## config.mk

```make
export PLATFORM = sky130hd
export DESIGN_NAME = usb_timer
export DESIGN_NICKNAME = d
export VERILOG_FILES = /design/src/usb_bus_pkg.sv /design/src/usb_timer.sv
export SDC_FILE = /design/constraint.sdc
export NUM_CORES = 1
export LEC_CHECK = 0
export BUFFER_PORTS_ARGS = -buffer_cell sky130_fd_sc_hd__buf_2
export CAP_MARGIN = 30
export CELL_PAD_IN_SITES_DETAIL_PLACEMENT = 0
export CELL_PAD_IN_SITES_GLOBAL_PLACEMENT = 1
export CORE_UTILIZATION = 44
export CTS_BUF_LIST = sky130_fd_sc_hd__clkbuf_4
export CTS_CLUSTER_SIZE = 20
export DETAILED_ROUTE_END_ITERATION = 12
export PLACE_DENSITY = 0.86
export SYNTH_ARGS = -nofsm -noshare
export SYNTH_HDL_FRONTEND = slang
export SYNTH_SLANG_ARGS = --single-unit
export TNS_END_PERCENT = 100
```

## constraint.sdc

```tcl
create_clock -name usb_clk -period 5.3 [get_ports usb_clk]
set_input_delay 0.53 -clock usb_clk [delete_from_list [all_inputs] [get_ports usb_clk]]
set_output_delay 0.53 -clock usb_clk [all_outputs]
set_load 0.01 [all_outputs]
```

## src/usb_bus_pkg.sv

```systemverilog
// Local bus and APB definitions
package usb_bus_pkg;

	typedef logic [31:0] bus_addr_t;
	typedef logic [31:0] bus_data_t;
	typedef logic [3:0]  bus_sel_t;
	typedef logic [7:0]  apb_addr_t;
	typedef logic [1:0]  mbox_ofs_t;      // word offset inside the hostif region

	// region is taken from address bits 31:30
	typedef enum logic [1:0] {
		REG_RAM    = 2'd0,
		REG_TIMER  = 2'd1,
		REG_HOSTIF = 2'd2,
		REG_SIE    = 2'd3
	} bus_region_e;

	typedef struct packed {
		logic      re;
		logic      we;
		bus_addr_t addr;
		bus_sel_t  sel;
		bus_data_t wdata;
	} bus_req_t;

	typedef struct packed {
		logic      psel;
		logic      penable;
		logic      pwrite;
		apb_addr_t paddr;
		bus_data_t pwdata;
	} apb_req_t;

	typedef struct packed {
		bus_data_t prdata;
		logic      pready;
		logic      pslverr;
	} apb_rsp_t;

	localparam int unsigned RAM_WORDS = 256;
	typedef logic [$clog2(RAM_WORDS)-1:0] ram_idx_t;

	localparam mbox_ofs_t HOSTIF_MBOX_OFS     = 2'd0;
	localparam mbox_ofs_t HOSTIF_HOSTMBOX_OFS = 2'd1;

	localparam apb_addr_t APB_DEVMBOX_ADDR  = 8'h00;
	localparam apb_addr_t APB_HOSTMBOX_ADDR = 8'h04;
	localparam apb_addr_t APB_STATUS_ADDR   = 8'h08;

endpackage

```

## src/usb_timer.sv

```systemverilog
// Free-running cycle timer
`timescale 1ns/1ps

module usb_timer (
	input  logic                   usb_clk,
	input  logic                   usb_rst,
	input  logic                   we_i,
	output usb_bus_pkg::bus_data_t count_o
);
	import usb_bus_pkg::*;

	bus_data_t count_q;

	always_ff @(posedge usb_clk) begin
		if (usb_rst)
			count_q <= '0;
		else if (we_i)
			count_q <= '0;  // any write restarts the count
		else
			count_q <= count_q + 1'b1;
	end

	assign count_o = count_q;

endmodule

```

==> out/results.ini <==
[layout]
largest_reg_flops = 32
final_cell_count_no_fill = 253
final_common_cell = buf_2
syn2layout_area_growth_pct = 16.2
fillCellCount = 327
layout-drive-gt1-share_pct = 21.1
final_cell_mix = 34 x buf_2, 32 x dfxtp_1, 15 x nand2_1, 15 x nor2_1
antennaDiodeCount = 0
nNetsFinal = 212

[cts]
hold_buffers = 0
cts-resized-gates = 0
clk_latency_ps = 340
cts_buffer_depth = 2
post_cts_buffers = 0
clk_pin_slew_ps = 100
h-tree-depth = 2
root_buffer = clkbuf_4
clkSinkCount = 32
cts_inserted_buffers = 5
cts_tree = built

[floorplan]
pin_count = 35
die_area_um2 = 3660
die_w_um = 60.5
die_height_um = 60.5
core_area_um2 = 3150
start_util_pct = 47.7
rows = 20

[global_route]
grt_pass1_wl_um = 5820
antenna_found_initial = 0
grt_max_degree = 29
gr-total-overflow = 0
track_usage_pct = 21.6
grt_pass1_vias = 1297

[synthesis]
synth_nets = 179
avgSynthCellArea_um2 = 8.60
syn_area_um2 = 1510
yosysTopAreaCellShare_pct = 42.6
yosysUniqueCellTypes = 30
synth_warnings = 0
async_flop_share_pct = 0
synth_area_leader_cell = dfxtp_1
synth_cells = 175
synth_enable_flop_cells = 0
synthFlopType = dfxtp_1
synthTopCellsByArea = dfxtp_1 43%, or4_1 7.0%, o31ai_1 6.0%
synth_seq_cells = 32
ys_seq_area_share_pct = 42.6

[detailed_routing]
antenna_left = 0
via_per_inst = 5.69
drtIter0Drc = 98
wl_per_cell_um = 13.9
first_pass_iters = 4
wl_um = 3510
drc_errors = 0
via_count = 1439

[worst_setup_path]
rr_worst_depth = 5
worstSetupPathType = flip-flop to flip-flop
slowest_stage = or3_1
cp-start-kind = flip-flop
required_ps = 5570
end_kind = flip-flop
cp.arrival_ps = 2710
timing.rr.start = count_o[0]
cp_max_fo = 14
crit_chain = ha_1, nand4_1, or3_1, or4_1, a21oi_1
worstSetupStartpoint = count_o[0]
reg2reg_setup_slack_ps = 2860
reg2reg_to = count_o[26]
max_stage_delay_ps = 590

[job]
maxCapViolCount = 0

[timing]
maxSlewViolCount = 0
hold_viol = 0
rsz0062_at_grt = false
fin_ws_ps = 2860
min_period_ps = 2440
finClkSkew_ps = 17.2
fin_tns_setup_ps = 0
finalSetupViolCount = 0
tightest_slew_ps = 970
period_share_pct = 46.0
max_slew_margin_pct = 34.7
fmax_ghz = 0.410

[pwr]
p_per_area_nw_per_um2 = 224
worst_ir_drop_vdd_uv = 146
totalPowerFinal_w = 0.000391
p_leak_nw = 0.649

[outcome]
status = complete, no violations

[place]
dpl.hpwl_um = 2450
pre_cts_ws_ps = 2870
placedCellCount = 245
port-buffer-count = 34
globalplace.congestion = 0.753

[worst_hold_path]
min_to = count_o[31]
min_from = count_o[31]
hold_depth = 2
hp-class = flip-flop to flip-flop

[worst max path at each step]
stage,end,slack [ps],depth (start not counted)
4_1_cts,count_o[26],2870,5
2_1_floorplan,count_o[17],3320,5
6_report,count_o[26],2860,5
5_1_grt,count_o[26],2650,5
3_3_place_gp,count_o[26],3000,5
3_5_place_dp,count_o[26],2870,5
[layer usage]
metal  GRT usage (%)  share of wire, %  vias to the layer above
met2            34.5                47                       36
li1                -                 -                      721
met5               0                 0                        -
met3            4.05               3.8                        8
met1            28.5                48                      674
met4            9.74               1.8                        0
[cell type report]
class	count	area (µm²)	share of cell area, %
Clock buffer	7	52.6	3.00
Clock inverter	1	3.75	0.215
Inverter	3	11.3	0.644
Multi-Input combinational cell	132	816	46.6
Sequential cell	32	641	36.6
Tap cell	44	55.1	3.15
Timing Repair Buffer	34	170	9.73
[report_power, final]
| group | internal (W) | switching [W] | total, W | leakage [nW] |
|---|---|---|---|---|
| registers | 0.000241 | 0.000000824 | 0.000242 | 0.258 |
| clock network | 0.0000612 | 0.0000793 | 0.000141 | 0.0338 |
| logic | 0.00000247 | 0.00000625 | 0.00000872 | 0.357 |
| total | 0.000305 | 0.0000864 | 0.000391 | 0.649 |
[kinds of logic after synthesis]
family	after synthesis	synth area share (%)
simple gates	85	31.8
mux	2	1.33
compound gates	33	13.9
buf+inv	11	3.24
flops	32	42.6
xor+xnor	11	6.40
fa+ha+maj	1	0.831
[worst max-delay path, delay by kind of cell, from the launching register on]
kind / cells / cell delay, ps
compound gates: 1 / 150
fa+ha+maj: 1 / 280
flops: 1 / 400
simple gates: 3 / 1550
[Yosys cell counts (all sizes together), types with 2 or more instances]
| cell | number |
|---|---|
| o31ai | 12 |
| buf | 2 |
| xnor2 | 5 |
| nand2 | 15 |
| and2 | 2 |
| or4 | 15 |
| nand3 | 12 |
| o21ai | 2 |
| nand4 | 6 |
| inv | 3 |
| clkbuf | 6 |
| mux2i | 2 |
| a31oi | 2 |
| a21oi | 14 |
| nor2 | 15 |
| dfxtp | 32 |
| and4 | 5 |
| or3 | 5 |
| xor2 | 6 |
| nor4 | 4 |
| nor3 | 4 |
[through the flow]
step,area [µm²],hold slack (ps),utilization (%)
floorplan,1510,476,-
global placement,1690,449,53.7
detailed placement,1690,461,53.7
CTS,1750,480,55.5
global route,1750,491,55.5
finish,1750,481,55.5
Power figures use the tool's default switching activity.
