[config.mk]
export PLATFORM = sky130hd
export DESIGN_NAME = usb_hostif
export DESIGN_NICKNAME = d
export VERILOG_FILES = /design/src/usb_bus_pkg.sv /design/src/usb_hostif.sv
export SDC_FILE = /design/constraint.sdc
export NUM_CORES = 1
export LEC_CHECK = 0
export ABC_AREA = 1
export BUFFER_PORTS_ARGS = -buffer_cell sky130_fd_sc_hd__buf_2
export CORE_UTILIZATION = 41
export DETAILED_ROUTE_END_ITERATION = 12
export PLACE_DENSITY = 0.8
export SYNTH_ARGS = -nofsm -noshare
export SYNTH_HDL_FRONTEND = slang
export SYNTH_SLANG_ARGS = --single-unit
[constraint.sdc]
create_clock -name usb_clk -period 1.9 [get_ports usb_clk]
set_clock_uncertainty 0.1 [all_clocks]
set_input_delay 0.19 -clock usb_clk [delete_from_list [all_inputs] [get_ports usb_clk]]
set_output_delay 0.19 -clock usb_clk [all_outputs]
set_load 0.05 [all_outputs]
[src/usb_bus_pkg.sv]
// Local bus and APB definitions
package usb_bus_pkg;

	typedef logic [31:0] bus_addr_t;
	typedef logic [31:0] bus_data_t;
	typedef logic [3:0]  bus_sel_t;
	typedef logic [7:0]  apb_addr_t;
	typedef logic [1:0]  mbox_ofs_t;      // word offset inside the hostif region

	// region is taken from address bits 31:30
	typedef enum logic [1:0] {
		REG_RAM    = 2'd0,
		REG_TIMER  = 2'd1,
		REG_HOSTIF = 2'd2,
		REG_SIE    = 2'd3
	} bus_region_e;

	typedef struct packed {
		logic      re;
		logic      we;
		bus_addr_t addr;
		bus_sel_t  sel;
		bus_data_t wdata;
	} bus_req_t;

	typedef struct packed {
		logic      psel;
		logic      penable;
		logic      pwrite;
		apb_addr_t paddr;
		bus_data_t pwdata;
	} apb_req_t;

	typedef struct packed {
		bus_data_t prdata;
		logic      pready;
		logic      pslverr;
	} apb_rsp_t;

	localparam int unsigned RAM_WORDS = 256;
	typedef logic [$clog2(RAM_WORDS)-1:0] ram_idx_t;

	localparam mbox_ofs_t HOSTIF_MBOX_OFS     = 2'd0;
	localparam mbox_ofs_t HOSTIF_HOSTMBOX_OFS = 2'd1;

	localparam apb_addr_t APB_DEVMBOX_ADDR  = 8'h00;
	localparam apb_addr_t APB_HOSTMBOX_ADDR = 8'h04;
	localparam apb_addr_t APB_STATUS_ADDR   = 8'h08;

endpackage

[src/usb_hostif.sv]
// Host interface mailboxes
`timescale 1ns/1ps

module usb_hostif (
	input  logic                   usb_clk,
	input  logic                   usb_rst,
	input  usb_bus_pkg::apb_req_t  apb_i,
	output usb_bus_pkg::apb_rsp_t  apb_o,
	input  usb_bus_pkg::bus_req_t  bus_i,
	input  logic                   we_i,
	input  logic                   region_hit_i,
	output usb_bus_pkg::bus_data_t rdata_o,
	output logic                   irq_o
);
	import usb_bus_pkg::*;

	bus_data_t dev_mbox_q;   // device to host
	bus_data_t host_mbox_q;  // host to device
	logic      pending_q;
	logic      irq_q;

	logic      access;
	logic      addr_ok;
	bus_data_t prdata;
	logic      apb_wr_host;
	logic      apb_rd_dev;
	logic      cpu_wr_dev;

	assign access = apb_i.psel & apb_i.penable;

	always_comb begin
		addr_ok = 1'b1;
		case (apb_i.paddr)
			APB_DEVMBOX_ADDR:  prdata = dev_mbox_q;
			APB_HOSTMBOX_ADDR: prdata = host_mbox_q;
			APB_STATUS_ADDR:   prdata = {30'b0, irq_q, pending_q};
			default: begin
				prdata  = '0;
				addr_ok = 1'b0;
			end
		endcase
	end

	assign apb_wr_host = access & apb_i.pwrite & (apb_i.paddr == APB_HOSTMBOX_ADDR);
	assign apb_rd_dev  = access & ~apb_i.pwrite & (apb_i.paddr == APB_DEVMBOX_ADDR);
	assign cpu_wr_dev  = we_i & (mbox_ofs_t'(bus_i.addr[3:2]) == HOSTIF_MBOX_OFS);

	always_ff @(posedge usb_clk) begin
		if (cpu_wr_dev)
			dev_mbox_q <= bus_i.wdata;
		if (apb_wr_host)
			host_mbox_q <= apb_i.pwdata;
	end

	always_ff @(posedge usb_clk) begin
		if (usb_rst) begin
			pending_q <= 1'b0;
			irq_q     <= 1'b0;
		end else begin
			if (apb_wr_host)
				pending_q <= 1'b1;  // a new host word wins over the read
			else if (region_hit_i)
				pending_q <= 1'b0;
			if (cpu_wr_dev)
				irq_q <= 1'b1;
			else if (apb_rd_dev)
				irq_q <= 1'b0;
		end
	end

	assign apb_o.prdata  = prdata;
	assign apb_o.pready  = access;  // no wait states
	assign apb_o.pslverr = access & ~addr_ok;

	assign rdata_o = host_mbox_q;
	assign irq_o   = irq_q;

endmodule

==> reports/results.ini <==
[setup_path]
setup.worst_path.end_class = output port
cp-start-kind = primary input
worst_r2r_path_depth = 2
critical_path.max_fanout = 18
timing.critical_path.arrival_ps = 1330
timing.rr.end = irq_o
setup.reg_to_reg.worst_slack_ps = 1200
timing.rr.start = irq_o
criticalPathCategory = primary input to output port
critical_path_required_ps = 1610

[routing]
post_detailed_routing_wire_length_mm = 7.65
drt_first_iter_violations = 113
avgRoutedWirePerCell_um = 15.1
drc_errors = 0
vias_per_cell = 4.79
dr.pass1.iters = 5
via_count = 2428
ant_nets = 0

[synthesis]
post_synth_num_cell_types = 15
synth-main-ff-cell = edfxtp_1
yosys_warnings = 0
syn_avg_cell_area_sq_um = 12.8
syn-cell-area_sq_um = 2650
top_cell_type_s_share_of_synthesized_area_pct = 72.5
yosysSeqAreaShare_pct = 74.0
netlist.top_cell.by_area = edfxtp_1
biggest_area_contributors_in_the_synthesized_netlist = edfxtp_1 (73%), nand2_1 (9.8%), nand3_1 (6.6%), buf_6 (3.0%), dfxtp_1 (1.5%)
asyncSetResetFlopFracSynth_pct = 0
synth_top_cells_by_count = nand2_1 (69), edfxtp_1 (64), nand3_1 (35)
synth_cells = 207
synthesized_net_count = 324
yosysMostFrequentCell = nand2_1
ys_seq_elements = 66
synth_edf_count = 64

[global_routing]
wire_length_of_the_first_global_routing_pass_mm = 11.3
grt_residual_overflow = 0
vias_in_the_first_global_route = 2423
maximum_number_of_pins_on_one_net_before_global_route_repair = 33
grt.total_usage_pct = 23.6
top_usage_layer = met2
grt_util_met3_pct = 4.84
grt.met1_usage_pct = 26.1
grt.met2_usage_pct = 42.4
antenna_violations_before_repair = 0

[cts]
post_cts.repair.setup_buffers = 0
cts_tree = yes
cts-root-to-sink-buffers = 2
cts.clk_slew.worst_paths_ps = 60
cts.hold.buffers_added = 65
worst_skew_pair.late_latency_ps = 330
cts_repair_resize_count = 0
root_buffer = clkbuf_8
cts-buffers-inserted = 9
htreeDepth = 3
clock_sink_count = 66

[hold_path]
min_path_type = primary input to flip-flop
min_delay_path_depth = 4
hold_path_end = pending_q
critical_hold_path_startpoint = region_hit_i

[run]
cap_viol_max_count = 0

[power_and_ir_drop]
pwr_density_cell_nw_per_um2 = 672
vdd_drop_max_v = 0.000458
finalPower_mw = 2.86
total_leakage_power_nw = 1.98

[cells_and_area]
finalInstanceArea_sq_um = 4260
final_layout_size_suffix_gt1_share_pct = 41.4
layout.cells.non_filler = 507
syn_to_layout_area_delta_pct = 60.7
nFillCells = 437
diodes = 0
design.final.nets = 546

[outcome]
run_status = complete, no violations

[timing]
post-route-period-util_pct = 85.3
setup_tns_ps = 0
hold_viol = 0
timing.max_slew.rel_slack_pct = 78.7
max_freq_ghz = 0.617
final.min_clock_period_ps = 1620
max_slew.worst_pin.slew_ps = 317
setup_violations = 0
final_max_slew_viol_count = 0
rsz0062_at_grt = no

[floorplanning]
design.die.area_sq_um = 6790
floorplan.initialDensity_pct = 43.7
floorplan.rows = 28
core_area_sq_um = 6060
die_width_um = 82.4
die_h_um = 82.4
boundaryPins = 184

[placed_design]
gp_routability_congestion = 0.707
placement.io_buffers = 147
dp.final_hpwl_mm = 4.43
dpl.cell_count = 428
placement_cell_area_sq_um = 3460

[metal layers]
layer / share of wire (%) / vias to the layer above / routed length (um)
li1: - / 1156 / -
met5: 0 / - / 0
met3: 8.7 / 16 / 666
met1: 37 / 1111 / 2810
met2: 52 / 145 / 3990
met4: 2.3 / 0 / 175
[flip-flops by register name (all words and copies together) (netlist names)]
name and flops:
pending_q 1, rdata_o 32, irq_o 1, dev_mbox_q 32
[power by group]
part / internal (mW) / switching (mW)
sequential: 1.63 / 0.0106
clock: 0.450 / 0.497
combinational: 0.161 / 0.111
total: 2.24 / 0.618
[cell families after synthesis]
group,Yosys count,synth area share (%)
simple gates,119,20.3
flops,66,74.0
buf+inv,19,5.10
compound gates,3,0.566
[layout make-up]
| class | count | area (sq um) | share of cell area (%) |
|---|---|---|---|
| clock buffer | 10 | 128 | 3.00 |
| timing repair buffer | 221 | 1470 | 34.4 |
| multi-input combinational | 122 | 553 | 13.0 |
| inverter | 9 | 33.8 | 0.793 |
| tap | 75 | 93.8 | 2.20 |
| clock inverter | 4 | 21.3 | 0.500 |
| sequential | 66 | 1960 | 46.1 |
[layout by cell type (no fill, tap or decap), types with 4 or more instances in the layout]
cell type	Yosys	final
buf_2	0	147
nand2_1	69	69
clkbuf_8	0	9
edfxtp_1	64	64
inv_1	7	7
nor2_1	4	4
dlygate4sd3_1	0	65
nand3_1	35	35
buf_4	3	8
[through the flow]
| step | hold WS (ps) | worst slack, ps | util (%) |
|---|---|---|---|
| finish | 16.7 | 280 | 70.3 |
| global route | 48.2 | 177 | 70.3 |
| CTS | 5.78 | 279 | 70.3 |
| detailed placement | 268 | 279 | 57.1 |
| global placement | 265 | 301 | 57.1 |
| floorplan | 159 | 111 | - |
[critical path: stages]
cell	delay, ps
buf_2	100
nor2_2	140
inv_2	70
nor2_4	100
buf_4	250
nand3_1	110
nand3_1	100
buf_2	260
[worst max-delay path by stage]
stage | startpoint | depth (start not counted) | end | slack [ps]
floorplan | apb_i[33] | 5 | rdata_o[0] | 110
CTS | apb_i[39] | 8 | apb_o[3] | 280
global placement | apb_i[37] | 8 | apb_o[3] | 300
global route | apb_i[37] | 8 | apb_o[3] | 180
detailed placement | apb_i[39] | 8 | apb_o[3] | 280
finish | apb_i[33] | 8 | apb_o[3] | 280
Power figures use the tool's default switching activity.
