$ cat src/usb_bus_pkg.sv
// Local bus and APB definitions
package usb_bus_pkg;

	typedef logic [31:0] bus_addr_t;
	typedef logic [31:0] bus_data_t;
	typedef logic [3:0]  bus_sel_t;
	typedef logic [7:0]  apb_addr_t;
	typedef logic [1:0]  mbox_ofs_t;      // word offset inside the hostif region

	// region is taken from address bits 31:30
	typedef enum logic [1:0] {
		REG_RAM    = 2'd0,
		REG_TIMER  = 2'd1,
		REG_HOSTIF = 2'd2,
		REG_SIE    = 2'd3
	} bus_region_e;

	typedef struct packed {
		logic      re;
		logic      we;
		bus_addr_t addr;
		bus_sel_t  sel;
		bus_data_t wdata;
	} bus_req_t;

	typedef struct packed {
		logic      psel;
		logic      penable;
		logic      pwrite;
		apb_addr_t paddr;
		bus_data_t pwdata;
	} apb_req_t;

	typedef struct packed {
		bus_data_t prdata;
		logic      pready;
		logic      pslverr;
	} apb_rsp_t;

	localparam int unsigned RAM_WORDS = 256;
	typedef logic [$clog2(RAM_WORDS)-1:0] ram_idx_t;

	localparam mbox_ofs_t HOSTIF_MBOX_OFS     = 2'd0;
	localparam mbox_ofs_t HOSTIF_HOSTMBOX_OFS = 2'd1;

	localparam apb_addr_t APB_DEVMBOX_ADDR  = 8'h00;
	localparam apb_addr_t APB_HOSTMBOX_ADDR = 8'h04;
	localparam apb_addr_t APB_STATUS_ADDR   = 8'h08;

endpackage

$ cat src/usb_line_pkg.sv
// USB line coding definitions
package usb_line_pkg;

	typedef struct packed {
		logic oe;  // driver enable
		logic dp;
		logic dm;
	} line_t;

	typedef enum logic [1:0] {
		S_IDLE,
		S_SYNC_DATA,
		S_EOP_SE0,
		S_EOP_J
	} sie_state_e;

	localparam int unsigned BIT_DIV      = 4;   // clocks per line bit
	localparam int unsigned STUFF_LIMIT  = 6;
	localparam int unsigned EOP_SE0_BITS = 2;
	localparam int unsigned FRAME_BITS   = 16;  // sync byte plus one data byte

	localparam logic [7:0] SYNC_BYTE = 8'h80;

	typedef logic [FRAME_BITS-1:0]                 frame_t;
	typedef logic [$clog2(FRAME_BITS+1)-1:0]       bit_cnt_t;
	typedef logic [$clog2(BIT_DIV)-1:0]            div_cnt_t;
	typedef logic [$clog2(STUFF_LIMIT+1)-1:0]      ones_cnt_t;
	typedef logic [$clog2(EOP_SE0_BITS)-1:0]       eop_cnt_t;

endpackage

$ cat src/usb_sie_tx.sv
// Serial interface engine transmitter
`timescale 1ns/1ps

module usb_sie_tx (
	input  logic                   usb_clk,
	input  logic                   usb_rst,
	input  logic                   we_i,
	input  usb_bus_pkg::bus_data_t wdata_i,
	output usb_bus_pkg::bus_data_t status_o,
	output usb_line_pkg::line_t    line_o
);
	import usb_bus_pkg::*;
	import usb_line_pkg::*;

	sie_state_e state_q;
	div_cnt_t   div_q;
	ones_cnt_t  ones_q;
	frame_t     shift_q;
	bit_cnt_t   left_q;
	eop_cnt_t   eop_q;
	logic       level_q;  // NRZI level, 1 is J

	logic       busy;
	logic       accept;
	logic       bit_end;
	logic       step;
	frame_t     src_shift;
	ones_cnt_t  src_ones;
	bit_cnt_t   src_left;
	logic       do_stuff;
	logic       do_data;

	assign busy    = state_q != S_IDLE;
	assign accept  = we_i & ~busy;  // writes while busy are dropped
	assign bit_end = div_q == div_cnt_t'(BIT_DIV - 1);
	assign step    = accept | ((state_q == S_SYNC_DATA) & bit_end);

	// an accepted write emits its first bit straight away
	always_comb begin
		if (accept) begin
			src_shift = {wdata_i[7:0], SYNC_BYTE};
			src_ones  = '0;
			src_left  = bit_cnt_t'(FRAME_BITS);
		end else begin
			src_shift = shift_q;
			src_ones  = ones_q;
			src_left  = left_q;
		end
		do_stuff = src_ones == ones_cnt_t'(STUFF_LIMIT);
		do_data  = ~do_stuff & (src_left != '0);
	end

	always_ff @(posedge usb_clk) begin
		if (step & do_data)
			shift_q <= src_shift >> 1;  // LSB first
	end

	always_ff @(posedge usb_clk) begin
		if (usb_rst) begin
			state_q <= S_IDLE;
			div_q   <= '0;
			ones_q  <= '0;
			left_q  <= '0;
			eop_q   <= '0;
			level_q <= 1'b1;
		end else begin
			if (accept || bit_end)
				div_q <= '0;
			else
				div_q <= div_q + 1'b1;

			if (step) begin
				if (do_stuff) begin
					level_q <= ~level_q;  // stuffed zero
					ones_q  <= '0;
				end else if (do_data) begin
					state_q <= S_SYNC_DATA;
					left_q  <= src_left - 1'b1;
					if (src_shift[0]) begin
						ones_q <= src_ones + 1'b1;
					end else begin
						level_q <= ~level_q;
						ones_q  <= '0;
					end
				end else begin
					state_q <= S_EOP_SE0;
					eop_q   <= '0;
				end
			end else if (bit_end) begin
				case (state_q)
					S_EOP_SE0: begin
						if (eop_q == eop_cnt_t'(EOP_SE0_BITS - 1)) begin
							state_q <= S_EOP_J;
							level_q <= 1'b1;  // back to idle level
						end else begin
							eop_q <= eop_q + 1'b1;
						end
					end
					S_EOP_J: state_q <= S_IDLE;
					default: ;
				endcase
			end
		end
	end

	assign status_o  = bus_data_t'(busy);
	assign line_o.oe = busy;
	assign line_o.dp = (state_q == S_EOP_SE0) ? 1'b0 : level_q;
	assign line_o.dm = (state_q == S_EOP_SE0) ? 1'b0 : ~level_q;

endmodule

$ cat config.mk
export PLATFORM = sky130hd
export DESIGN_NAME = usb_sie_tx
export DESIGN_NICKNAME = d
export VERILOG_FILES = /design/src/usb_bus_pkg.sv /design/src/usb_line_pkg.sv /design/src/usb_sie_tx.sv
export SDC_FILE = /design/constraint.sdc
export NUM_CORES = 1
export LEC_CHECK = 0
export BUFFER_PORTS_ARGS = -buffer_cell sky130_fd_sc_hd__buf_4
export CAP_MARGIN = 20
export CORE_AREA = 8 8 70 72
export DETAILED_ROUTE_END_ITERATION = 8
export DIE_AREA = 0 0 78 80
export PLACE_DENSITY_LB_ADDON = 0.2
export RECOVER_POWER = 25
export SLEW_MARGIN = 20
export SYNTH_ARGS = -nofsm -noshare
export SYNTH_HDL_FRONTEND = slang
export SYNTH_SLANG_ARGS = --single-unit
export TNS_END_PERCENT = 5
$ cat constraint.sdc
create_clock -name usb_clk -period 4.4 [get_ports usb_clk]
set_clock_uncertainty 0.2 [all_clocks]
set_input_delay 0.88 -clock usb_clk [delete_from_list [all_inputs] [get_ports usb_clk]]
set_output_delay 0.88 -clock usb_clk [all_outputs]
set_load 0.05 [all_outputs]
==> results.md <==
- The number of clock buffers inserted by TritonCTS is 5.
- The share of cells above drive strength 1 is 13.0%.
- The number of antenna violations at the first check in global routing is 0.
- Detailed routing inserted a total of between 1000 and 1500 vias.
- Along the worst path, the maximum fanout reaches 21.
- The post-CTS setup-driven buffer insertion count is 0.
- The synthesis warning total is 0.
- Among all flip-flop cells after synthesis, the most frequent one is sky130_fd_sc_hd__edfxtp_1.
- The post-detailed-route via-to-cell ratio is 4.87.
- The slowest stage of the critical path belongs to the cell sky130_fd_sc_hd__clkbuf_1.
- Setup repair after global routing left no endpoint under its margin.
- The post-synthesis to final-layout area growth is 4.75%.
- The maximum VDD drop is about 0.00024 V.
- The DRC violations left is 0.
- In this run the count of I/O pins placed on the die edge is 70.
- The end of the worst register-to-register path is left_q[3]$_SDFFE_PP0P_.
- Measured on the finished design, the core utilization comes to a little under half.
- The smallest clock period supported by the final layout is computed as 3.52 ns.
- The delay of the slowest critical-path stage is around 0.68 ns.
- The required time at the endpoint of the critical path is between 4 and 5 ns.
- The starting utilization of the core area is 45.1%.
- The tree is rooted in a sky130_fd_sc_hd__clkbuf_8.
- For this design, the sink count on the clock tree is 29.
- The clock passes through at most 2 buffers.
- The startpoint-to-endpoint class of the critical path is in -> reg.
- The worst slack at placement is 0.951 ns.
- The share of Yosys cell area claimed by the top area cell type is between 20% and 30%.
- The netlist area before placement is around 1700 sq um.
- The signal on the critical path passes through clkbuf_1 > or3b_1 > clkbuf_1 > nand2_1 > ha_1 > nor4b_4 > or4_1 > or4_1 > a31oi_1.
- The initialized floorplan defines 23 standard-cell rows.
- The sort of element at the end of the critical path is a flip-flop.
- The number of gates resized after CTS was 0.
- The final period utilization is approximately 80%.
- The minimum setup slack in the final design is between 0.8 and 0.9 ns.
- The total power density per cell area is ~470 nW/um^2.
- Entering global routing, the biggest net connects 22 pins.
- The largest area contributor in the netlist is sky130_fd_sc_hd__edfxtp_1.
- The analysis attributes to cell leakage a power of between 0.7 and 0.8 nW.
- Ranked by total cell area, the synthesized netlist is headed by sky130_fd_sc_hd__edfxtp_1 (26%), sky130_fd_sc_hd__dfxtp_1 (16%), sky130_fd_sc_hd__buf_4 (14%).
- 0 antenna diodes ended up in the layout.
- The worst-case reg-to-reg path depth is 8.
- Detailed placement ended at an HPWL of between 2000 and 2500 um.
- The worst setup path is launched from a primary input.
- The floorplan step set the die width to between 70 and 80 um.
- The first detailed-routing pass took 4 iterations.
- The portion of the post-synthesis area used by sequential elements is a little over two fifths.
- Synthesis produced a netlist whose cell count is 178.
- The last element of the critical path is left_q[3]$_SDFFE_PP0P_.
- The final count of negative-setup-slack endpoints is 0.
- The non-filler instance count after layout is 242.
- The initial detailed-routing violation count is 87.
- At the end of the flow, the number of nets in the layout was approximately 230.
- The count of nets left with antenna violations once routing finished came out at 0.
- The distinct cell type count of the synthesized netlist is 46.
- The area inside the core boundary is between 3000 and 4000 sq um.
- For the worst setup path, the data arrival time is 3.52 ns.
- TritonCTS built the clock tree.
- For this run the aggregate overflow at the end of global routing stands at 0.
- The maximum level of the CTS H-tree is 2.
- The number of pins exceeding their max-slew limit in the final report is 0.
- The design draws between 0.8 and 0.9 mW.
- After synthesis the netlist holds a flip-flop and latch count of 29.
- The congestion estimate from routability-driven global placement came to slightly above 0.8.
- In the final routed layout, each cell accounts on average for between 10 and 15 um.
- The number of endpoints with negative hold slack in the final report is 0.
- The aggregate negative setup slack is 0 ns.
- The number of global-route vias before repair is between 1000 and 1500.
- The class of the tightest hold or removal check is reg -> reg.
- The peak clock frequency supported by timing is about 280 MHz.
- The first global-routing pass estimated approximately 5200 um of wire.
- At the pin with the least slew margin, the transition time is 0.901 ns.
- The cts-stage hold buffer count is 0.
- The count of buffers added on input and output ports is 14.
- The instance count after placement with tap cells included is between 200 and 250.
- The global-route usage over all layers is between 10% and 20%.
- The worst register-to-register path begins at state_q[1]$_SDFFE_PP0P_.
- Measured against its own limit, the worst slew margin works out to about 40%.
- The clock slew at the register clock pins of the worst setup and hold paths is about 0.060 ns.
- The average instance in the mapped netlist occupies roughly 9.8 sq um.
- The register-to-register path setup slack is 0.92 ns.
- The later pin in the worst-skew pair is clocked with a latency of about 0.28 ns.
- The overall die area is around 6200 sq um.
- Across the run, the number of max-cap violations was 0.
- The vertical die dimension is roughly 80 um.
- The critical path starts at we_i.
- Counting flops with a built-in enable in the synthesized netlist gives 15.
- For this run, asynchronously set or reset flops after synthesis account for 0%.
- The run finished with clean final reports.
- Summed over all layers, the routed wires come to 3150 um.
[synth_stat cells, drive strengths merged (2+ instances only)]
master / instances
nand2: 29
buf: 36
o21ai: 2
dfxtp: 14
nand2b: 4
a211oi: 3
or4: 2
nor4b: 3
inv: 3
nor3: 2
mux2: 3
nor4: 2
nor2: 5
nor2b: 3
a311oi: 2
clkbuf: 5
and2: 10
and3b: 2
edfxtp: 15
a21oi: 10
nand3: 2
ha: 5
o31ai: 2
[cells in the final DEF, fill, tap and decap left out, types with 2 or more instances in the layout]
cell                        n
sky130_fd_sc_hd__buf_4     14
sky130_fd_sc_hd__nor2_1     5
sky130_fd_sc_hd__conb_1    31
sky130_fd_sc_hd__nand2b_1   4
sky130_fd_sc_hd__o31ai_1    2
sky130_fd_sc_hd__o21ai_0    2
sky130_fd_sc_hd__nand3_1    2
sky130_fd_sc_hd__ha_1       5
sky130_fd_sc_hd__edfxtp_1  15
sky130_fd_sc_hd__nor2b_1    3
sky130_fd_sc_hd__nand2_1   29
sky130_fd_sc_hd__clkbuf_8   5
sky130_fd_sc_hd__a21oi_1   10
sky130_fd_sc_hd__and2_1     9
sky130_fd_sc_hd__or4_1      2
sky130_fd_sc_hd__nor4_1     2
sky130_fd_sc_hd__inv_1      3
sky130_fd_sc_hd__and3b_1    2
sky130_fd_sc_hd__nor3_1     2
sky130_fd_sc_hd__dfxtp_1   14
sky130_fd_sc_hd__a311oi_1   2
sky130_fd_sc_hd__nor4b_1    2
sky130_fd_sc_hd__clkbuf_1   4
sky130_fd_sc_hd__mux2_1     2
[power breakdown]
part	internal [mW]	switching (mW)	leakage, nW	total [mW]
Sequential	0.330	0.0255	0.256	0.355
Clock	0.167	0.0980	0.0528	0.265
Combinational	0.0682	0.163	0.469	0.231
Total	0.565	0.286	0.778	0.851
[worst min-delay path by stage]
stage,startpoint,endpoint,slack (ns),cells past startpoint
2_1_floorplan,div_q[0]$_SDFF_PP0_,div_q[0]$_SDFF_PP0_,0.21,1
3_3_place_gp,div_q[0]$_SDFF_PP0_,div_q[0]$_SDFF_PP0_,0.21,1
3_5_place_dp,div_q[0]$_SDFF_PP0_,div_q[0]$_SDFF_PP0_,0.23,1
4_1_cts,div_q[0]$_SDFF_PP0_,div_q[0]$_SDFF_PP0_,0.24,1
5_1_grt,div_q[0]$_SDFF_PP0_,div_q[0]$_SDFF_PP0_,0.26,1
6_report,div_q[0]$_SDFF_PP0_,div_q[0]$_SDFF_PP0_,0.23,1
[worst max-delay path: cells and delay by family]
| family | cells | cell delay, ns |
|---|---|---|
| buf+inv | 2 | 0.80 |
| fa+ha+maj | 1 | 0.25 |
| compound gates | 1 | 0.16 |
| simple gates | 5 | 1.41 |
[through the flow]
stage          hold WS (ns)  cell area (sq um)
4_1_cts               0.236               1830
5_1_grt               0.265               1820
3_3_place_gp          0.215               1730
3_5_place_dp          0.227               1730
6_report              0.232               1820
2_1_floorplan         0.205               1850
[flip-flops by register name (all words and copies together), names as in the netlist]
name / flops
left_q: 5
shift_q: 15
div_q: 2
ones_q: 3
state_q: 2
level_q: 1
eop_q: 1
[cells by family after synthesis]
family	share of synthesized area, %
AND/OR/NAND/NOR	21.5
buffers and inverters	18.8
flip-flops	42.0
AO/OA/AOI/OAI	11.4
adder cells (fa/ha/maj)	3.60
multiplexers	2.52
other	0.216
[final cells by class]
class                   instances  area [sq um]
multi-input cells             135           793
inverters                       3          11.3
well taps                      50          62.6
fillers                       393          2040
flip-flops and latches         29           731
repair buffers                 17           116
clock buffers                   6          72.6
clock inverters                 2          33.8
[per-layer routing]
| metal | track usage [%] | up-vias | part of all wire (%) |
|---|---|---|---|
| met4 | 3.89 | 0 | 0.95 |
| met2 | 18.1 | 40 | 51 |
| li1 | - | 576 | - |
| met3 | 4.84 | 4 | 8.3 |
| met1 | 10.7 | 558 | 40 |
| met5 | 0 | - | 0 |
Power figures use the tool's default switching activity.
