File: config.mk
export PLATFORM = sky130hd
export DESIGN_NAME = usb_bus_ctrl
export DESIGN_NICKNAME = d
export VERILOG_FILES = /design/src/usb_bus_pkg.sv /design/src/usb_bus_ctrl.sv
export SDC_FILE = /design/constraint.sdc
export NUM_CORES = 1
export LEC_CHECK = 0
export BUFFER_PORTS_ARGS = -buffer_cell sky130_fd_sc_hd__clkbuf_2
export CAP_MARGIN = 20
export CELL_PAD_IN_SITES_DETAIL_PLACEMENT = 2
export CELL_PAD_IN_SITES_GLOBAL_PLACEMENT = 2
export CORE_UTILIZATION = 10
export CTS_CLUSTER_SIZE = 25
export DETAILED_ROUTE_END_ITERATION = 6
export PLACE_DENSITY_LB_ADDON = 0.1
export SLEW_MARGIN = 20
export SYNTH_ARGS = -nofsm -noshare
export SYNTH_HDL_FRONTEND = slang
export SYNTH_SLANG_ARGS = --single-unit
File: constraint.sdc
create_clock -name usb_clk -period 1.3 [get_ports usb_clk]
set_input_delay 0 -clock usb_clk [delete_from_list [all_inputs] [get_ports usb_clk]]
set_output_delay 0 -clock usb_clk [all_outputs]
set_load 0.02 [all_outputs]
File: src/usb_bus_pkg.sv
// Local bus and APB definitions
package usb_bus_pkg;

	typedef logic [31:0] bus_addr_t;
	typedef logic [31:0] bus_data_t;
	typedef logic [3:0]  bus_sel_t;
	typedef logic [7:0]  apb_addr_t;
	typedef logic [1:0]  mbox_ofs_t;      // word offset inside the hostif region

	// region is taken from address bits 31:30
	typedef enum logic [1:0] {
		REG_RAM    = 2'd0,
		REG_TIMER  = 2'd1,
		REG_HOSTIF = 2'd2,
		REG_SIE    = 2'd3
	} bus_region_e;

	typedef struct packed {
		logic      re;
		logic      we;
		bus_addr_t addr;
		bus_sel_t  sel;
		bus_data_t wdata;
	} bus_req_t;

	typedef struct packed {
		logic      psel;
		logic      penable;
		logic      pwrite;
		apb_addr_t paddr;
		bus_data_t pwdata;
	} apb_req_t;

	typedef struct packed {
		bus_data_t prdata;
		logic      pready;
		logic      pslverr;
	} apb_rsp_t;

	localparam int unsigned RAM_WORDS = 256;
	typedef logic [$clog2(RAM_WORDS)-1:0] ram_idx_t;

	localparam mbox_ofs_t HOSTIF_MBOX_OFS     = 2'd0;
	localparam mbox_ofs_t HOSTIF_HOSTMBOX_OFS = 2'd1;

	localparam apb_addr_t APB_DEVMBOX_ADDR  = 8'h00;
	localparam apb_addr_t APB_HOSTMBOX_ADDR = 8'h04;
	localparam apb_addr_t APB_STATUS_ADDR   = 8'h08;

endpackage

File: src/usb_bus_ctrl.sv
// Local bus decode and acknowledge
`timescale 1ns/1ps

module usb_bus_ctrl (
	input  logic                   usb_clk,
	input  logic                   usb_rst,
	input  usb_bus_pkg::bus_req_t  bus_i,
	output logic                   done_o,
	output logic [3:0]             region_we_o,
	output logic                   sie_re_o,
	input  usb_bus_pkg::bus_data_t ram_rdata_i,
	input  usb_bus_pkg::bus_data_t timer_rdata_i,
	input  usb_bus_pkg::bus_data_t hostif_rdata_i,
	input  usb_bus_pkg::bus_data_t sie_rdata_i,
	output usb_bus_pkg::bus_data_t rdata_o
);
	import usb_bus_pkg::*;

	bus_region_e region;
	bus_region_e region_q;
	logic        req;
	logic        first;
	logic        done_q;

	assign region = bus_region_e'(bus_i.addr[31:30]);
	assign req    = bus_i.re | bus_i.we;
	assign first  = req & ~done_q;  // request cycle before the ack

	always_ff @(posedge usb_clk) begin
		if (usb_rst) begin
			done_q   <= 1'b0;
			region_q <= REG_RAM;
		end else begin
			done_q <= first;
			if (first)
				region_q <= region;  // hold the region for the data phase
		end
	end

	// strobes only fire in the first cycle so a held request acts once
	always_comb begin
		region_we_o         = '0;
		region_we_o[region] = bus_i.we & ~done_q;
	end

	assign sie_re_o = bus_i.re & ~done_q & (region == REG_SIE);

	always_comb begin
		case (region_q)
			REG_RAM:    rdata_o = ram_rdata_i;
			REG_TIMER:  rdata_o = timer_rdata_i;
			REG_HOSTIF: rdata_o = hostif_rdata_i;
			default:    rdata_o = sie_rdata_i;
		endcase
	end

	assign done_o = done_q;

endmodule

==> summary.md, run 1 <==
| Metric | Value |
|---|---|
| Count of synthesis-stage warnings from yosys | `0` |
| Filler cell count in the final layout | `1072` |
| Crit path capture | `rdata_o[1]` |
| Sum of internal, switching and leakage power | `1.437 mW` |
| Worst r2r src | `done_o` |
| Level count of the clock H-tree | `1` |
| Startpoint types | `flop` |
| Number of nets in the final layout | `433` |
| Leakage power figure | `1.081 nW` |
| Final GP Congestion | `0.6412` |
| Crit path capture type | `output pin` |
| Number of input and output port buffers inserted | `171` |
| Final count of negative-setup-slack endpoints | `32` |
| Total congestion overflow after global routing | `0` |
| Antenna violation net count after detailed routing | `0` |
| Minimum period implied by the final worst setup slack | `1.457 ns` |
| Total number of clock tree sinks | `3` |
| Antenna violations before repair | `0` |
| Number of cells traversed by the worst hold path | `2` |
| Max Freq | `0.6865 GHz` |
| Critical path's largest stage delay | `0.52 ns` |
| Share of flip-flops with an asynchronous set or reset | `0` |
| Horizontal die dimension | `99.90 um` |
| Source of the critical timing path | `region_q[0]` |
| Net Count, Synth | `258` |
| Violations in the final reports | `negative setup slack` |
| Final WS setup | `-0.1566 ns` |
| Clock buffer count from CTS | `3` |
| Final-report hold violation count | `0` |
| Register-to-Register Path Depth | `2` |
| Cell types with the largest area share after synthesis | `sky130_fd_sc_hd__mux4_2 (68%), sky130_fd_sc_hd__mux4_1 (8.2%), sky130_fd_sc_hd__dfxtp_1 (6.3%)` |
| Cell type with the highest aggregate area in the netlist | `sky130_fd_sc_hd__mux4_2` |
| Measured slew at the worst slew-check pin | `0.2096 ns` |
| Total vias in the final route | `1408` |
| Std-Cell Rows | `35` |
| Root buffer cell | `sky130_fd_sc_hd__clkbuf_8` |
| Worst-Skew Late Latency | `0.21 ns` |
| Met2 Track Usage GR | `0.1963` |
| Most utilized layer in the global route result | `met2` |
| Reg-to-reg slack, setup | `0.42 ns` |
| Pin count of the biggest net entering global routing | `20` |
| Clk pin slew, worst setup/hold paths | `0.03 ns` |
| Ordered cell list for the critical path | `buf_6 -> mux4_2 -> buf_8` |
| Dominant cell by count in the synthesized netlist | `sky130_fd_sc_hd__mux4_2` |
| All-Layer GR Usage | `0.1039` |
| Final critical-path share of the clock period | `1.120` |
| Flip-flop and latch area | `63.81 sq um` |
| Remaining DRCs | `0` |
| Number of library cell types mapped by synthesis | `14` |
| Clock skew | `0.001978 ns` |
| Worst hold path type | `in -> reg` |
| Maximum VDD drop | `0.0002366 V` |
| Setup slack at placement | `-0.03107 ns` |
| Area of the die | `9980 sq um` |
| Die outline height | `99.90 um` |
| Via count of the first global-routing pass | `1551` |
| Type of the worst setup path | `reg -> out` |
| Status | `complete, but fails checks` |
| Post-synth top flop | `sky130_fd_sc_hd__dfxtp_1` |
| PD cells | `639.1 nW/um^2` |
| Final Max Slew Viols | `0` |
| Global Route met3 Usage | `0.03412` |
| Met1 Use GR | `0.1113` |
| Clock tree from TritonCTS | `done` |
| Slew Limit Headroom | `0.8601` |
| Placeable core region | `9284 sq um` |
| Total I/O pin count | `238` |
| Area of the multi-input gates | `828.3 sq um` |
| Total detailed-routing wirelength | `5388 um` |
| Synth cell count leaders | `sky130_fd_sc_hd__mux4_2 (29), sky130_fd_sc_hd__nand2b_1 (5), sky130_fd_sc_hd__buf_6 (4)` |
| Routed via count divided by cell count | `3.900` |
| Drt first pass iters | `3` |
| Share of the synthesized area in the top cell type | `0.6815` |
| Global-route wire length before repair | `7907 um` |
| Arrival @ worst endpoint | `1.46 ns` |
| Gate count after technology mapping | `58` |
| Final design utilization | `0.2422` |
| Final routed wire length divided by cell count | `14.93 um` |
| Number of violations reported at the end of detailed-routing iteration 0 | `6` |
| Post-Synthesis Cell Area | `958.4 sq um` |
| Reg-to-Reg End | `region_q[0]` |
| Crit-path slowest cell | `sky130_fd_sc_hd__mux4_2` |
| Seq cells post-synth | `3` |
| Critical path required time | `1.30 ns` |
| Share of post-route cells with drive strength above 1 | `0.9310` |
| Antenna diode instance count | `0` |
| Crit Path Max Fanout | `6` |
| Clock buffer depth | `2` |
| Layout area overhead | `134.6%` |
| Seq/Total Area, Yosys | `0.06266` |
| Initial Util | `0.1032` |
| Count of flip-flops with a built-in enable after synthesis | `0` |
| Max-capacitance violation count | `0` |
| Unrepaired setup endpoints after global routing | `yes` |
| Average size of a mapped cell | `16.52 sq um` |
routing by layer:
layer  vias up  routed length [um]  part of all wire
li1        618                   -                 -
met1       679                1908              0.35
met2       109                2756              0.51
met3         2                 692              0.13
met4         0                  31            0.0058
met5         -                   0                 0
through the flow:
stage / hold slack [ns] / area, sq um / std cells / setup TNS [ns]
3_5_place_dp: 0.2225 / 2001 / 355 / -0.06015
3_3_place_gp: 0.2186 / 2001 / 355 / -0.02278
2_1_floorplan: 0.07161 / 958.4 / 58 / 0
6_report: 0.001275 / 2248 / 361 / -4.306
5_1_grt: 0.02114 / 2248 / 361 / -6.006
4_1_cts: 0.001920 / 2161 / 363 / -6.244
worst min-delay path by stage:
| stage | start | slack (ns) | to |
|---|---|---|---|
| after detailed placement | usb_rst | 0.22 | done_o |
| after floorplan | usb_rst | 0.07 | done_o |
| after global routing | usb_rst | 0.02 | done_o |
| final | usb_rst | 0.001 | done_o |
| after global placement | usb_rst | 0.22 | done_o |
| after CTS | usb_rst | 0.002 | done_o |
flip-flops by register name (all words and copies together) (netlist names):
name / flops
done_o: 1
region_q: 2
final cells by class:
| cell class | count | share of cell area |
|---|---|---|
| clock buffers | 4 | 0.02003 |
| multi-input cells | 47 | 0.3684 |
| flip-flops and latches | 3 | 0.02838 |
| well taps | 129 | 0.07179 |
| repair buffers | 178 | 0.5114 |
worst max-delay path: cells and delay by family, from the launching register on:
family	cells	cell delay, ns
buffers and inverters	2	0.32
muxes	1	0.52
DFF	1	0.40
cell usage in the layout (no fill, tap or decap):
master	n
sky130_fd_sc_hd__mux4_2	32
sky130_fd_sc_hd__buf_8	4
sky130_fd_sc_hd__nor3b_2	1
sky130_fd_sc_hd__dfxtp_4	1
sky130_fd_sc_hd__nor3b_1	2
sky130_fd_sc_hd__nand2_1	1
sky130_fd_sc_hd__o21ba_2	1
sky130_fd_sc_hd__nor3_1	1
sky130_fd_sc_hd__clkbuf_2	145
sky130_fd_sc_hd__nor2b_1	1
sky130_fd_sc_hd__nor2_1	1
sky130_fd_sc_hd__mux2i_1	2
sky130_fd_sc_hd__buf_2	1
sky130_fd_sc_hd__buf_6	23
sky130_fd_sc_hd__nand2b_1	5
sky130_fd_sc_hd__clkbuf_8	3
sky130_fd_sc_hd__clkbuf_1	1
sky130_fd_sc_hd__buf_12	5
sky130_fd_sc_hd__dfxtp_1	2
cell families after synthesis:
| group | Yosys count | share of synthesized area |
|---|---|---|
| multiplexers | 34 | 0.7846 |
| AND/OR/NAND/NOR | 12 | 0.07571 |
| buffers and inverters | 8 | 0.06657 |
| flip-flops | 3 | 0.06267 |
| AO/OA/AOI/OAI | 1 | 0.01044 |
power breakdown:
group          leakage [nW]  switching (mW)  internal [mW]  total, mW
clock network        0.0228          0.0574          0.209      0.266
registers            0.0255          0.0137          0.100      0.114
logic                  1.03           0.442          0.615       1.06
timing repair:
item / 4_1_cts / 5_1_grt
buffers inserted: 2 / 0
hold buffers: 0 / 0
resized for setup: 16 / 72
endpoints found under the setup margin: 32 / 33
cloned: 2 / 0
Power figures use the tool's default switching activity.
==> run 2: changes to the inputs <==
--- a/config.mk
+++ b/config.mk
@@ -7,7 +7,7 @@
 export LEC_CHECK = 0
 export BUFFER_PORTS_ARGS = -buffer_cell sky130_fd_sc_hd__clkbuf_2
 export CAP_MARGIN = 20
-export CELL_PAD_IN_SITES_DETAIL_PLACEMENT = 2
+export CELL_PAD_IN_SITES_DETAIL_PLACEMENT = 1
 export CELL_PAD_IN_SITES_GLOBAL_PLACEMENT = 2
 export CORE_UTILIZATION = 10
 export CTS_CLUSTER_SIZE = 25
==> run 2 against run 1 <==
Compared with the run above: critical path type unchanged; clock power about the same; highest routed layer unchanged; wire length fell by 6.2%; final cell count unchanged; the run still ends with negative setup slack left; non-clock buffer count is the same; largest cell class unchanged; clock skew down 0.0013 ns; core utilization increased by 0.27 points; count of clock-buffer cells in the layout unchanged; cell area is 1.1% higher; worst setup slack worse by 0.0068 ns; critical path depth is the same.
==> summary.md, run 2 (synthesized netlist as in run 1, its figures left out) <==
| Metric | Value |
|---|---|
| Worst r2r src | `region_q[1]` |
| Startpoint types | `flop` |
| Clock buffer count from CTS | `3 (unchanged)` |
| Minimum period implied by the final worst setup slack | `1.463 ns (+0.006820 ns)` |
| Drt first pass iters | `4 (+1)` |
| All-Layer GR Usage | `0.09633 (-0.007572)` |
| Pin count of the biggest net entering global routing | `20 (unchanged)` |
| Most common cell after layout, fill and taps aside | `sky130_fd_sc_hd__clkbuf_2` |
| Critical path required time | `1.30 ns (about the same)` |
| PD cells | `639.9 nW/um^2 (+0.13%)` |
| Max Freq | `0.6833 GHz (-0.47%)` |
| Area after detailed placement | `2001 sq um (unchanged)` |
| Type of the worst setup path | `reg -> out` |
| Crit Path Max Fanout | `6 (unchanged)` |
| Final design utilization | `0.2449 (+0.002696)` |
| Root buffer cell | `sky130_fd_sc_hd__clkbuf_8` |
| Final WS setup | `-0.1634 ns (-0.006820 ns)` |
| Violations in the final reports | `negative setup slack` |
| Final-report hold violation count | `0 (unchanged)` |
| Antenna violation net count after detailed routing | `0 (unchanged)` |
| Most utilized layer in the global route result | `met2` |
| Final count of negative-setup-slack endpoints | `32 (unchanged)` |
| Number of flip-flops under the largest register name | `2 (unchanged)` |
| Clock skew | `0.0006769 ns (-0.001301 ns)` |
| Antenna violations before repair | `0 (unchanged)` |
| Placeable core region | `9284 sq um (unchanged)` |
| Total detailed-routing wirelength | `5053 um (-6.2%)` |
| Number of nets in the final layout | `433 (unchanged)` |
| Final GP Congestion | `0.6412 (unchanged)` |
| Source of the critical timing path | `region_q[0]` |
| Maximum VDD drop | `0.0001713 V (-28%)` |
| Antenna diode instance count | `0 (unchanged)` |
| Total congestion overflow after global routing | `0 (unchanged)` |
| Area of the die | `9980 sq um (unchanged)` |
| Crit path capture type | `output pin` |
| Die outline height | `99.90 um (unchanged)` |
| Number of violations reported at the end of detailed-routing iteration 0 | `7 (+1)` |
| Via count of the first global-routing pass | `1549 (-0.13%)` |
| Leakage power figure | `1.089 nW (+0.72%)` |
| Final Max Slew Viols | `0 (unchanged)` |
| Number of input and output port buffers inserted | `171 (unchanged)` |
| Clock buffer depth | `2 (unchanged)` |
| Register-to-Register Path Depth | `3 (+1)` |
| Final std cell area, no fill | `2273 sq um (+1.1%)` |
| Max-capacitance violation count | `0 (unchanged)` |
| Register ranked first by flip-flop count | `region_q` |
| Arrival @ worst endpoint | `1.46 ns (about the same)` |
| Level count of the clock H-tree | `1 (unchanged)` |
| Global-route wire length before repair | `7438 um (-5.9%)` |
| Initial Util | `0.1032 (unchanged)` |
| Startpoint of the worst hold path | `usb_rst` |
| Total I/O pin count | `238 (unchanged)` |
| Clock tree from TritonCTS | `done` |
| Status | `complete, but fails checks` |
| Global Route met3 Usage | `0.02507 (-0.009053)` |
| Met1 Use GR | `0.1027 (-0.008595)` |
| Final routed wire length divided by cell count | `14.00 um (-6.2%)` |
| Routed via count divided by cell count | `3.834 (-1.7%)` |
| Setup slack at placement | `-0.02515 ns (+0.005921 ns)` |
| Total vias in the final route | `1384 (-1.7%)` |
| Total number of clock tree sinks | `3 (unchanged)` |
| Crit path capture | `rdata_o[12]` |
| Reg-to-Reg End | `region_q[1]` |
| Horizontal die dimension | `99.90 um (unchanged)` |
| Remaining DRCs | `0 (unchanged)` |
| Final HPWL from detailed placement | `4313 um` |
| Reg-to-reg slack, setup | `0.42 ns (about the same)` |
| Top library cells by usage in the layout, fill and taps aside | `sky130_fd_sc_hd__clkbuf_2 (142), sky130_fd_sc_hd__mux4_2 (32), sky130_fd_sc_hd__buf_6 (23)` |
| Slew Limit Headroom | `0.8658 (+0.005684)` |
| Share of post-route cells with drive strength above 1 | `0.9267 (-0.004310)` |
| Unrepaired setup endpoints after global routing | `yes` |
| Met2 Track Usage GR | `0.1899 (-0.006366)` |
| Layout area overhead | `137.2%` |
| Filler cell count in the final layout | `1116 (+4.1%)` |
| Final critical-path share of the clock period | `1.126 (+0.005246)` |
| Clk pin slew, worst setup/hold paths | `0.03 ns (about the same)` |
| Worst-Skew Late Latency | `0.21 ns (about the same)` |
| Worst hold path type | `in -> reg` |
| Measured slew at the worst slew-check pin | `0.2011 ns (-0.008514 ns)` |
| Std-Cell Rows | `35 (unchanged)` |
run 2: cell count changes in the layout (fill, tap and decap cells not counted), sizes merged:
| cell | previous run | this run |
|---|---|---|
| buf | 33 | 36 |
| clkbuf | 149 | 146 |
run 2: critical path, cell delays in order (launching register included):
cell and delay, ns:
sky130_fd_sc_hd__dfxtp_4 0.41, sky130_fd_sc_hd__buf_8 0.16, sky130_fd_sc_hd__mux4_2 0.53, sky130_fd_sc_hd__buf_8 0.15
run 2: power by group:
group	internal, mW	switching (mW)	total, mW
logic	0.635	0.440	1.07
registers	0.100	0.0142	0.114
clock network	0.209	0.0570	0.266
total	0.944	0.511	1.45
run 2: worst min-delay path by stage:
stage | endpoint | slack (ns) | depth (start not counted)
after global placement | done_o | 0.22 | 2
after CTS | done_o | 0.005 | 2
after floorplan | done_o | 0.07 | 1
after global routing | done_o | 0.02 | 2
final | done_o | 0.001 | 2
after detailed placement | done_o | 0.22 | 2
run 2: metal layers:
metal | vias to the layer above | wire length, um
li1 | 617 | -
met1 | 654 | 1805
met2 | 111 | 2605
met3 | 2 | 617
met4 | 0 | 24
met5 | - | 0
run 2: repair_timing:
action,in CTS,in global routing
setup buffers,2,0
gates resized for setup,17,79
gates cloned,2,0
hold buffers,0,0
endpoints found under the setup margin,32,32
run 2: final cells by class:
type,count,area (sq um),share of cell area
timing repair buffer,178,1180,0.5190
clock buffer,4,45.04,0.01981
sequential,3,63.81,0.02807
multi-input combinational,47,823.3,0.3621
tap,129,161.4,0.07100
run 2: per-stage QoR:
stage | hold slack (ns) | std cells | total power [mW] | TNS (ns)
after floorplan | 0.07161 | 58 | 0.6158 | 0
after global placement | 0.2186 | 355 | 1.007 | -0.02278
after detailed placement | 0.2185 | 355 | 1.004 | -0.03226
after CTS | 0.004720 | 363 | 1.367 | -6.129
after global routing | 0.02002 | 361 | 1.541 | -5.968
final | 0.001116 | 361 | 1.455 | -4.492
==> run 3: changes to the inputs <==
==> constraint.sdc (replaced) <==
create_clock -name usb_clk -period 1.24 [get_ports usb_clk]
set_input_delay 0 -clock usb_clk [delete_from_list [all_inputs] [get_ports usb_clk]]
set_output_delay 0 -clock usb_clk [all_outputs]
set_load 0.02 [all_outputs]
==> run 3 against run 2 <==
Compared with the run above: clock skew about the same; critical endpoint is now rdata_o[31]; die area unchanged; the run still ends with negative setup slack left; combinational power up 7%.
==> summary.md, run 3 (synthesized netlist as in run 1, its figures left out) <==
| Metric | Value |
|---|---|
| Antenna diode instance count | `0 (unchanged)` |
| Clk pin slew, worst setup/hold paths | `0.03 ns (about the same)` |
| Final critical-path share of the clock period | `1.214` |
| Postcts setup bufs | `0 (-2)` |
| Number of violations reported at the end of detailed-routing iteration 0 | `13 (+6)` |
| Drt first pass iters | `2 (-2)` |
| Total vias in the final route | `1399 (+1.1%)` |
| Final Max Slew Viols | `0 (unchanged)` |
| Root buffer cell | `sky130_fd_sc_hd__clkbuf_8` |
| Layout area overhead | `142.3%` |
| Max Freq | `0.6644 GHz` |
| Placeable core region | `9284 sq um (unchanged)` |
| Total number of clock tree sinks | `3 (unchanged)` |
| Measured slew at the worst slew-check pin | `0.2016 ns (+0.0005562 ns)` |
| Worst hold path type | `in -> reg` |
| Number of nets in the final layout | `434 (+0.23%)` |
| Unrepaired setup endpoints after global routing | `yes` |
| Source of the critical timing path | `region_q[0]` |
| Worst r2r src | `done_o` |
| Std-Cell Rows | `35 (unchanged)` |
| Horizontal die dimension | `99.90 um (unchanged)` |
| Routed via count divided by cell count | `3.865 (+0.80%)` |
| Violations in the final reports | `negative setup slack` |
| Reg-to-reg slack, setup | `0.37 ns (-0.05 ns)` |
| Clock tree from TritonCTS | `done` |
| Remaining DRCs | `0 (unchanged)` |
| Global-route wire length before repair | `7493 um (+0.74%)` |
| Startpoint of the worst hold path | `bus_i[66]` |
| Number of input and output port buffers inserted | `171 (unchanged)` |
| Final count of negative-setup-slack endpoints | `32 (unchanged)` |
| Clock buffer count from CTS | `3 (unchanged)` |
| Pin count of the biggest net entering global routing | `20 (unchanged)` |
| Reg-to-Reg End | `region_q[0]` |
| Clock buffer depth | `2 (unchanged)` |
| Register ranked first by flip-flop count | `region_q` |
| Status | `complete, but fails checks` |
| Number of cells traversed by the worst hold path | `3 (+1)` |
| Clock skew | `0.0006925 ns (+0.00001556 ns)` |
| Final worst hold slack | `0.09481 ns (+0.09369 ns)` |
| Antenna violations before repair | `0 (unchanged)` |
| Startpoint types | `flop` |
| Maximum VDD drop | `0.0002004 V (+17%)` |
| Area after detailed placement | `2001 sq um (unchanged)` |
| Leakage power figure | `1.106 nW (+1.5%)` |
| Via count of the first global-routing pass | `1543 (-0.39%)` |
| Die outline height | `99.90 um (unchanged)` |
| Placed cells | `355 (unchanged)` |
| Final GP Congestion | `0.6223 (-2.9%)` |
| Final std cell area, no fill | `2322 sq um (+2.1%)` |
| Slew Limit Headroom | `0.8654 (about the same)` |
| Crit Path Max Fanout | `7 (+1)` |
| Total congestion overflow after global routing | `0 (unchanged)` |
| Final WS setup | `-0.2651 ns (-0.1017 ns)` |
| Arrival @ worst endpoint | `1.51 ns (+0.05 ns)` |
| Worst min-delay path endpoint | `region_q[0]` |
| Number of flip-flops under the largest register name | `2 (unchanged)` |
| Max-capacitance violation count | `0 (unchanged)` |
| PD cells | `668.0 nW/um^2 (+4.4%)` |
| Antenna violation net count after detailed routing | `0 (unchanged)` |
| Final HPWL from detailed placement | `4420 um (+2.5%)` |
| Critical path required time | `1.24 ns (-0.06 ns)` |
| Area of the die | `9980 sq um (unchanged)` |
| Worst-Skew Late Latency | `0.21 ns (about the same)` |
| Minimum period implied by the final worst setup slack | `1.505 ns` |
| Initial Util | `0.1032 (unchanged)` |
| Final-report hold violation count | `0 (unchanged)` |
| Setup total negative slack | `-7.372 ns (-2.879 ns)` |
| Register-to-Register Path Depth | `2 (-1)` |
| Most common cell after layout, fill and taps aside | `sky130_fd_sc_hd__clkbuf_2` |
| Type of the worst setup path | `reg -> out` |
| All-Layer GR Usage | `0.09767 (+0.001338)` |
| Top library cells by usage in the layout, fill and taps aside | `sky130_fd_sc_hd__clkbuf_2 (138), sky130_fd_sc_hd__mux4_2 (32), sky130_fd_sc_hd__buf_6 (32)` |
| Level count of the clock H-tree | `1 (unchanged)` |
| Non-filler cells, final | `362 (+0.28%)` |
| Total detailed-routing wirelength | `5167 um (+2.3%)` |
| Crit path capture type | `output pin` |
| Total I/O pin count | `238 (unchanged)` |
| Share of post-route cells with drive strength above 1 | `0.9313 (+0.004606)` |
| Final routed wire length divided by cell count | `14.27 um (+2.0%)` |
[run 3: cell type report]
class / instances / area [sq um]
Multi-Input combinational cell: 47 / 833.3
Tap cell: 129 / 161.4
Clock buffer: 4 / 45.04
Sequential cell: 3 / 63.81
Timing Repair Buffer: 179 / 1219
Fill cell: 1104 / 6962
[run 3: worst max path at each step]
stage	cells after the start	to
6_report	3	rdata_o[31]
5_1_grt	3	rdata_o[31]
4_1_cts	3	rdata_o[21]
3_5_place_dp	3	rdata_o[21]
3_3_place_gp	3	rdata_o[10]
2_1_floorplan	3	rdata_o[0]
[run 3: worst max-delay path, cell delays in order (launching register included)]
cell and delay (ns):
sky130_fd_sc_hd__dfxtp_4 0.43, sky130_fd_sc_hd__clkbuf_16 0.19, sky130_fd_sc_hd__mux4_2 0.52, sky130_fd_sc_hd__buf_6 0.15
[run 3: power by group]
part	leakage (nW)	internal (mW)	total, mW	switching (mW)
registers	0.0255	0.105	0.123	0.0174
logic	1.06	0.682	1.14	0.462
clock network	0.0228	0.219	0.284	0.0647
[run 3: what timing repair did]
action / 4_1_cts / 5_1_grt
setup endpoints to repair: 32 / 34
gates resized for setup: 3 / 105
endpoints found under the hold margin: 1 / 0
hold buffers: 1 / 0
cloned: 0 / 2
[run 3: through the flow]
stage	power, mW	util	worst slack, ns
after floorplan	0.6455	-	0.07200
after global placement	1.052	0.2155	-0.05074
after detailed placement	1.055	0.2155	-0.07031
after CTS	1.351	0.2225	-0.2899
after global routing	1.659	0.2501	-0.3102
final	1.551	0.2501	-0.2651
[run 3: layer usage]
metal  vias up  track usage  wire length [um]
met3         4      0.03134               613
met1       661      0.09755              1779
met4         0      0.02715                49
met5         -            0                 0
met2       114       0.1915              2725
li1        620            -                 -
